File: src/hw/frame_switch_pkg.sv
`default_nettype none

package frame_switch_pkg;

  ////////////////////////////////////////////////////////////////////////////
  // Sizes
  ////////////////////////////////////////////////////////////////////////////

  localparam int data_width = 32;
  localparam int slot_count = 3;

  // Enough bits to name any slot
  localparam int slot_idx_width = (slot_count > 1) ? $clog2(slot_count) : 1;

  typedef logic [slot_idx_width-1:0] slot_idx_t;

  ////////////////////////////////////////////////////////////////////////////
  // Header route codes
  ////////////////////////////////////////////////////////////////////////////

  // Codes below slot_count are also slot indices
  typedef enum logic [1:0] {
    route_dec  = 2'd0,
    route_inc  = 2'd1,
    route_pass = 2'd2,
    route_drop = 2'd3
  } route_e;

  ////////////////////////////////////////////////////////////////////////////
  // Stream word and beat
  ////////////////////////////////////////////////////////////////////////////

  typedef struct packed {
    logic [15:0] frame_id;
    logic [13:0] reserved;
    route_e      route;
  } frame_header_t;

  // First beat of a frame reads as a header, the rest as raw data
  typedef union packed {
    logic [data_width-1:0] raw;
    frame_header_t         header;
  } frame_word_u;

  typedef struct packed {
    frame_word_u word;
    logic        last;
  } stream_beat_t;

  // One beat per processing slot
  typedef stream_beat_t [slot_count-1:0] slot_beat_t;

endpackage

`default_nettype wire

File: src/hw/rx_router.sv
`default_nettype none
`timescale 1ns/1ps

module rx_router (
  input  logic                         clk,
  input  logic                         reset,

  input  frame_switch_pkg::stream_beat_t in_beat,
  input  logic                         in_valid,
  output logic                         in_ready,

  output frame_switch_pkg::slot_beat_t slot_in_beat,
  output logic [frame_switch_pkg::slot_count-1:0] slot_in_valid,
  input  logic [frame_switch_pkg::slot_count-1:0] slot_in_ready
);

  import frame_switch_pkg::*;

  // Frame tracking
  logic   frame_open;
  route_e open_route;

  logic   is_header;
  route_e cur_route;
  logic   in_fire;

  ////////////////////////////////////////////////////////////////////////////
  // Route selection
  ////////////////////////////////////////////////////////////////////////////

  assign is_header = !frame_open;

  // Header beat routes itself, later beats follow the stored route
  assign cur_route = is_header ? in_beat.word.header.route : open_route;

  always_comb begin
    // Dropped frames are accepted at full rate
    in_ready      = 1'b1;
    slot_in_valid = '0;
    for (int i = 0; i < slot_count; i++) begin
      slot_in_beat[i] = in_beat;
      if (cur_route == route_e'(i)) begin
        slot_in_valid[i] = in_valid;
        in_ready         = slot_in_ready[i];
      end
    end
  end

  assign in_fire = in_valid && in_ready;

  ////////////////////////////////////////////////////////////////////////////
  // Open frame state
  ////////////////////////////////////////////////////////////////////////////

  always_ff @(posedge clk) begin
    if (reset) begin
      frame_open <= 1'b0;
      open_route <= route_drop;
    end else if (in_fire) begin
      if (in_beat.last) begin
        frame_open <= 1'b0;
      end else begin
        frame_open <= 1'b1;
      end
      if (is_header) begin
        open_route <= cur_route;
      end
    end
  end

  // Never more than one slot offered a beat
  a_slot_valid_onehot: assert property (
    @(posedge clk) disable iff (reset)
    $onehot0(slot_in_valid)
  );

endmodule

`default_nettype wire

File: src/hw/frame_adjust.sv
`default_nettype none
`timescale 1ns/1ps

module frame_adjust #(
  parameter int signed step = 0
) (
  input  logic                           clk,
  input  logic                           reset,

  input  frame_switch_pkg::stream_beat_t in_beat,
  input  logic                           in_valid,
  output logic                           in_ready,

  output frame_switch_pkg::stream_beat_t out_beat,
  output logic                           out_valid,
  input  logic                           out_ready
);

  import frame_switch_pkg::*;

  // Step as a word, wraps modulo 2^data_width
  localparam logic [data_width-1:0] step_word = data_width'(step);

  logic         full;
  logic         next_header;
  stream_beat_t hold_beat;
  logic         in_fire;

  // Accept when empty or the held beat is leaving
  assign in_ready = !full || out_ready;
  assign in_fire  = in_valid && in_ready;

  ////////////////////////////////////////////////////////////////////////////
  // Stage control
  ////////////////////////////////////////////////////////////////////////////

  always_ff @(posedge clk) begin
    if (reset) begin
      full        <= 1'b0;
      next_header <= 1'b1;
    end else begin
      if (in_fire) begin
        full        <= 1'b1;
        next_header <= in_beat.last;
      end else if (out_ready) begin
        full <= 1'b0;
      end
    end
  end

  // Payload register, header word kept as is
  always_ff @(posedge clk) begin
    if (in_fire) begin
      hold_beat.last <= in_beat.last;
      if (next_header) begin
        hold_beat.word.raw <= in_beat.word.raw;
      end else begin
        hold_beat.word.raw <= in_beat.word.raw + step_word;
      end
    end
  end

  assign out_valid = full;
  assign out_beat  = hold_beat;

  // Held beat is stable under back-pressure
  a_out_stable: assert property (
    @(posedge clk) disable iff (reset)
    (out_valid && !out_ready) |=> (out_valid && $stable(out_beat))
  );

endmodule

`default_nettype wire

File: src/hw/tx_arbiter.sv
`default_nettype none
`timescale 1ns/1ps

module tx_arbiter (
  input  logic                           clk,
  input  logic                           reset,

  input  frame_switch_pkg::slot_beat_t   slot_out_beat,
  input  logic [frame_switch_pkg::slot_count-1:0] slot_out_valid,
  output logic [frame_switch_pkg::slot_count-1:0] slot_out_ready,

  output frame_switch_pkg::stream_beat_t out_beat,
  output logic                           out_valid,
  input  logic                           out_ready
);

  import frame_switch_pkg::*;

  // Grant state
  logic      busy;
  slot_idx_t grant;
  slot_idx_t last_winner;

  slot_idx_t pick;
  logic      pick_valid;
  slot_idx_t sel;
  logic      out_fire;

  ////////////////////////////////////////////////////////////////////////////
  // Round-robin pick
  ////////////////////////////////////////////////////////////////////////////

  // Search starts just after the last winner
  always_comb begin
    int cand;
    pick       = '0;
    pick_valid = 1'b0;
    for (int off = slot_count; off >= 1; off--) begin
      cand = (int'(last_winner) + off) % slot_count;
      if (slot_out_valid[cand]) begin
        pick       = slot_idx_t'(cand);
        pick_valid = 1'b1;
      end
    end
  end

  ////////////////////////////////////////////////////////////////////////////
  // Output mux
  ////////////////////////////////////////////////////////////////////////////

  assign sel = busy ? grant : pick;

  always_comb begin
    slot_out_ready = '0;
    for (int i = 0; i < slot_count; i++) begin
      if (sel == slot_idx_t'(i)) begin
        slot_out_ready[i] = out_ready;
      end
    end
  end

  assign out_beat  = slot_out_beat[sel];
  assign out_valid = busy ? slot_out_valid[grant] : pick_valid;
  assign out_fire  = out_valid && out_ready;

  ////////////////////////////////////////////////////////////////////////////
  // Frame lock
  ////////////////////////////////////////////////////////////////////////////

  always_ff @(posedge clk) begin
    if (reset) begin
      busy        <= 1'b0;
      grant       <= '0;
      // Makes slot 0 first after reset
      last_winner <= slot_idx_t'(slot_count - 1);
    end else if (out_fire) begin
      busy  <= !out_beat.last;
      grant <= sel;
      if (!busy) begin
        last_winner <= sel;
      end
    end
  end

  // Locked grant until the frame is done
  a_grant_locked: assert property (
    @(posedge clk) disable iff (reset)
    busy |=> (grant == $past(grant))
  );

  a_ready_onehot: assert property (
    @(posedge clk) disable iff (reset)
    $onehot0(slot_out_ready)
  );

endmodule

`default_nettype wire

File: src/hw/frame_switch_top.sv
`default_nettype none
`timescale 1ns/1ps

module frame_switch_top (
  input  logic                           clk,
  input  logic                           reset,

  input  frame_switch_pkg::stream_beat_t in_beat,
  input  logic                           in_valid,
  output logic                           in_ready,

  output frame_switch_pkg::stream_beat_t out_beat,
  output logic                           out_valid,
  input  logic                           out_ready
);

  import frame_switch_pkg::*;

  // Router to slots
  slot_beat_t            slot_in_beat;
  logic [slot_count-1:0] slot_in_valid;
  logic [slot_count-1:0] slot_in_ready;

  // Slots to arbiter
  slot_beat_t            slot_out_beat;
  logic [slot_count-1:0] slot_out_valid;
  logic [slot_count-1:0] slot_out_ready;

  ////////////////////////////////////////////////////////////////////////////
  // Receive side
  ////////////////////////////////////////////////////////////////////////////

  rx_router rx_router_inst (
    .clk           (clk),
    .reset         (reset),
    .in_beat       (in_beat),
    .in_valid      (in_valid),
    .in_ready      (in_ready),
    .slot_in_beat  (slot_in_beat),
    .slot_in_valid (slot_in_valid),
    .slot_in_ready (slot_in_ready)
  );

  ////////////////////////////////////////////////////////////////////////////
  // Processing slots
  ////////////////////////////////////////////////////////////////////////////

  frame_adjust #(.step(-1)) slot_dec (
    .clk       (clk),
    .reset     (reset),
    .in_beat   (slot_in_beat[route_dec]),
    .in_valid  (slot_in_valid[route_dec]),
    .in_ready  (slot_in_ready[route_dec]),
    .out_beat  (slot_out_beat[route_dec]),
    .out_valid (slot_out_valid[route_dec]),
    .out_ready (slot_out_ready[route_dec])
  );

  frame_adjust #(.step(1)) slot_inc (
    .clk       (clk),
    .reset     (reset),
    .in_beat   (slot_in_beat[route_inc]),
    .in_valid  (slot_in_valid[route_inc]),
    .in_ready  (slot_in_ready[route_inc]),
    .out_beat  (slot_out_beat[route_inc]),
    .out_valid (slot_out_valid[route_inc]),
    .out_ready (slot_out_ready[route_inc])
  );

  // Zero step, frame leaves unchanged
  frame_adjust #(.step(0)) slot_pass (
    .clk       (clk),
    .reset     (reset),
    .in_beat   (slot_in_beat[route_pass]),
    .in_valid  (slot_in_valid[route_pass]),
    .in_ready  (slot_in_ready[route_pass]),
    .out_beat  (slot_out_beat[route_pass]),
    .out_valid (slot_out_valid[route_pass]),
    .out_ready (slot_out_ready[route_pass])
  );

  // Transmit side
  tx_arbiter tx_arbiter_inst (
    .clk            (clk),
    .reset          (reset),
    .slot_out_beat  (slot_out_beat),
    .slot_out_valid (slot_out_valid),
    .slot_out_ready (slot_out_ready),
    .out_beat       (out_beat),
    .out_valid      (out_valid),
    .out_ready      (out_ready)
  );

endmodule

`default_nettype wire

File: config.mk
export PLATFORM = sky130hd
export DESIGN_NAME = frame_switch_top
export DESIGN_NICKNAME = d
export VERILOG_FILES = /design/src/hw/frame_switch_pkg.sv /design/src/hw/rx_router.sv /design/src/hw/frame_adjust.sv /design/src/hw/tx_arbiter.sv /design/src/hw/frame_switch_top.sv
export SDC_FILE = /design/constraint.sdc
export NUM_CORES = 1
export LEC_CHECK = 0
export ABC_AREA = 1
export ABC_CLOCK_PERIOD_IN_PS = 7600
export BUFFER_PORTS_ARGS = -buffer_cell sky130_fd_sc_hd__buf_4
export CAP_MARGIN = 20
export CELL_PAD_IN_SITES_DETAIL_PLACEMENT = 1
export CELL_PAD_IN_SITES_GLOBAL_PLACEMENT = 1
export CORE_MARGIN = 2
export CORE_UTILIZATION = 49
export DETAILED_ROUTE_END_ITERATION = 10
export MAX_ROUTING_LAYER = met4
export PLACE_DENSITY_LB_ADDON = 0.1
export SYNTH_ARGS = -nofsm -noshare
export SYNTH_HDL_FRONTEND = slang
export SYNTH_SLANG_ARGS = --single-unit
File: constraint.sdc
create_clock -name clk -period 7.6 [get_ports clk]
set_input_delay 1.14 -clock clk [delete_from_list [all_inputs] [get_ports clk]]
set_output_delay 1.14 -clock clk [all_outputs]
set_load 0.02 [all_outputs]
==> run metrics <==
Main synth FF type=edfxtp_1; Die H=116 um; die area=about 13000 um^2; Post-Place Cell Area=6820 um^2; Setup crit end kind=output port; Rows=40; GRT overflow=0; layout cell share with drive strength beyond 1=0.162; gpl congestion=~0.87; CP required=roughly 6500 ps; Initial DRC Count=304; drt pass-1 iters=5; # fillers=around 1400; Area contributors post-synth=edfxtp_1 48%, inv_1 6.5%, xor2_1 6.3%, nor2_1 5.9%, nand2_1 5.3%; area grow syn2layout=17.4%; R2R setup slack=4170 ps; Post-CTS Resized=0; Post-synth EDFFs=99; global-route usage over all layers=0.285; max-slew violation count=0; Fin Clk Skew=9.31 ps; Leak=around 3.0 nW; Period Utilization, post-route=0.599; port bufs=71; Core Util, Final=0.595; number of global-route vias before repair=5425; area share of the largest cell type after synthesis=0.484; worst skew pair latency=around 370 ps; Rel. slew slack=0.435; final WL=17400 um; chip width=between 100 and 150 um; mean area per synthesized cell=9.18 um^2; largest area contributor in the netlist=edfxtp_1; Multi-input gate area=2400 um^2; layout net count=between 700 and 800; Synth Instances=669; total core area=about 12000 um^2; design area=7210 um^2; CTS tree=done; max-cap viol count=0; Net Count, Synth=between 700 and 800; f_max=0.220 GHz; H-tree levels=3; power per cell area=325 nW/um^2; met2 Use GR=0.513; initial antenna violation count=0; vias=between 5000 and 6000; Final Hold Fails=0; commonest non-fill, non-tap cells in the layout=105 x inv_1, 99 x edfxtp_1, 95 x nor2_1, 87 x nand2_1, 75 x buf_4; crit path kind=reg2out; largest net degree at the start of global routing=37; slowest stage delay, CP=520 ps; Num CTS Buffers=9; DP HPWL=12300 um; IO Pins=72; Root Buffer=clkbuf_16; outcome=completed; post-DR wirelength/cell=19.2 um; sequential fraction of the synthesis area=0.527; setup bufs post-CTS=0; Crit-path slowest cell=nand2_2; first-pass GRT wire length=28000 um; clock sink total=about 110; Synth Cell Area=~6000 um^2; maximum VDD drop=0.186 mV; RSZ-0062 raised after global routing=no; Vias/cell=5.52; Total Power=2.34 mW; Critical Path Source Type=flip-flop; Final Setup Violations=0; ys async rst share=0; worst hold path class=reg2reg; Crit Path Max Fanout=36; met3 global-route usage=0.0434; clock slew at reported path FFs=roughly 80 ps; Ys Warns=0; Top Usage Layer GRT=met2; Arrival @ worst endpoint=3420 ps; Clock Tree Buf Depth=2; cells along the critical path=inv_1, ha_1, inv_2, nand2_1, nand2_1, nand2_1, nand3_1, nand2_1, nand2_2, inv_1, nand3_1, buf_4, o22ai_1, buf_4; post-synthesis cell type count=40; DRC=0; worst slew pin tran=843 ps; commonest non-fill, non-tap cell in the layout=inv_1; most used cell, CP=nand2_1; synthesis-stage register bit count=112; GRT met1 Usage=0.328; Routed Antenna Nets=0; setup TNS=0 ps; Hold Buf Count CTS=0; Reg area=3230 um^2; number of diodes=0; Tmin final=4560 ps; Starting Density=0.507
==> cell usage after synthesis, types with 2 or more instances <==
master,n
o211ai_1,3
nor2_1,96
nor4_4,2
o22ai_1,34
dfxtp_1,13
nand4_1,9
edfxtp_1,99
nand3_1,30
clkbuf_1,11
nand2_1,87
nand3_2,2
buf_2,3
o21ai_0,52
nor2_2,2
inv_1,106
nor4_1,2
nor3_2,3
nor3_4,4
xnor2_1,8
nor3_1,14
nand2_2,3
xor2_1,44
clkbuf_2,2
nand4_2,2
inv_2,4
nor4_2,2
a21oi_1,12
ha_1,6
buf_6,2
o21ai_1,2
==> flip-flops by register name (all words and copies together) (netlist names), 2 cells and up <==
| signal | count |
|---|---|
| tx_arbiter_inst.grant | 2 |
| slot_dec.out_beat | 33 |
| rx_router_inst.open_route | 2 |
| tx_arbiter_inst.last_winner | 2 |
| slot_pass.out_beat | 33 |
| slot_inc.out_beat | 33 |
==> metal layers <==
layer,share of wire,vias up,routed length (um)
met5,0,-,0
met4,0.018,0,315
met3,0.040,21,688
met2,0.53,122,9290
met1,0.41,2503,7120
li1,-,2371,-
==> through the flow <==
step / hold WS [ps] / setup slack [ps] / cells
2_1_floorplan: 426 / 3930 / 669
3_3_place_gp: 443 / 3590 / 892
3_5_place_dp: 446 / 3420 / 892
4_1_cts: 462 / 3030 / 908
5_1_grt: 506 / 2750 / 909
6_report: 462 / 3040 / 909
==> final cells by class <==
cell class	count	share of cell area
sequential	112	0.449
multi-input combinational	427	0.333
timing repair buffer	76	0.0809
inverter	110	0.0573
clock buffer	9	0.0313
tap	168	0.0292
clock inverter	7	0.0198
==> logic make-up (layout without fill, tap and decap cells) <==
group,count (synthesis),in the layout,share of synthesized area
XOR/XNOR,52,52,0.0742
adder cells (fa/ha/maj),6,6,0.0122
flip-flops,112,112,0.527
AO/OA/AOI/OAI,108,108,0.0991
buffers and inverters,130,202,0.0836
AND/OR/NAND/NOR,261,261,0.204
==> critical path, delay by kind of cell (launching register included) <==
kind | cells | cell delay (ps)
AO/OA/AOI/OAI | 1 | 160
AND/OR/NAND/NOR | 7 | 1170
flip-flops | 1 | 360
adder cells (fa/ha/maj) | 1 | 360
buffers and inverters | 5 | 990
==> worst paths after layout <==
| path | from | end | depth (start not counted) |
|---|---|---|---|
| hold / removal | rx_router_inst.open_route[1]$_SDFFE_PP1P_ | rx_router_inst.open_route[1]$_SDFFE_PP1P_ | 2 |
| setup reg to reg | tx_arbiter_inst.last_winner[0]$_SDFFE_PP0P_ | slot_inc.out_beat[19]$_DFFE_PP_ | 16 |
| setup / recovery | tx_arbiter_inst.last_winner[0]$_SDFFE_PP0P_ | out_beat[0] | 14 |
| hold reg to reg | rx_router_inst.open_route[1]$_SDFFE_PP1P_ | rx_router_inst.open_route[1]$_SDFFE_PP1P_ | 2 |
==> where the power goes <==
group / total, mW / internal (mW) / switching (mW)
combinational: 1.01 / 0.345 / 0.663
sequential: 0.745 / 0.721 / 0.0239
clock: 0.590 / 0.357 / 0.233
total: 2.34 / 1.42 / 0.919
No activity file was read; power rests on OpenSTA's default activity.
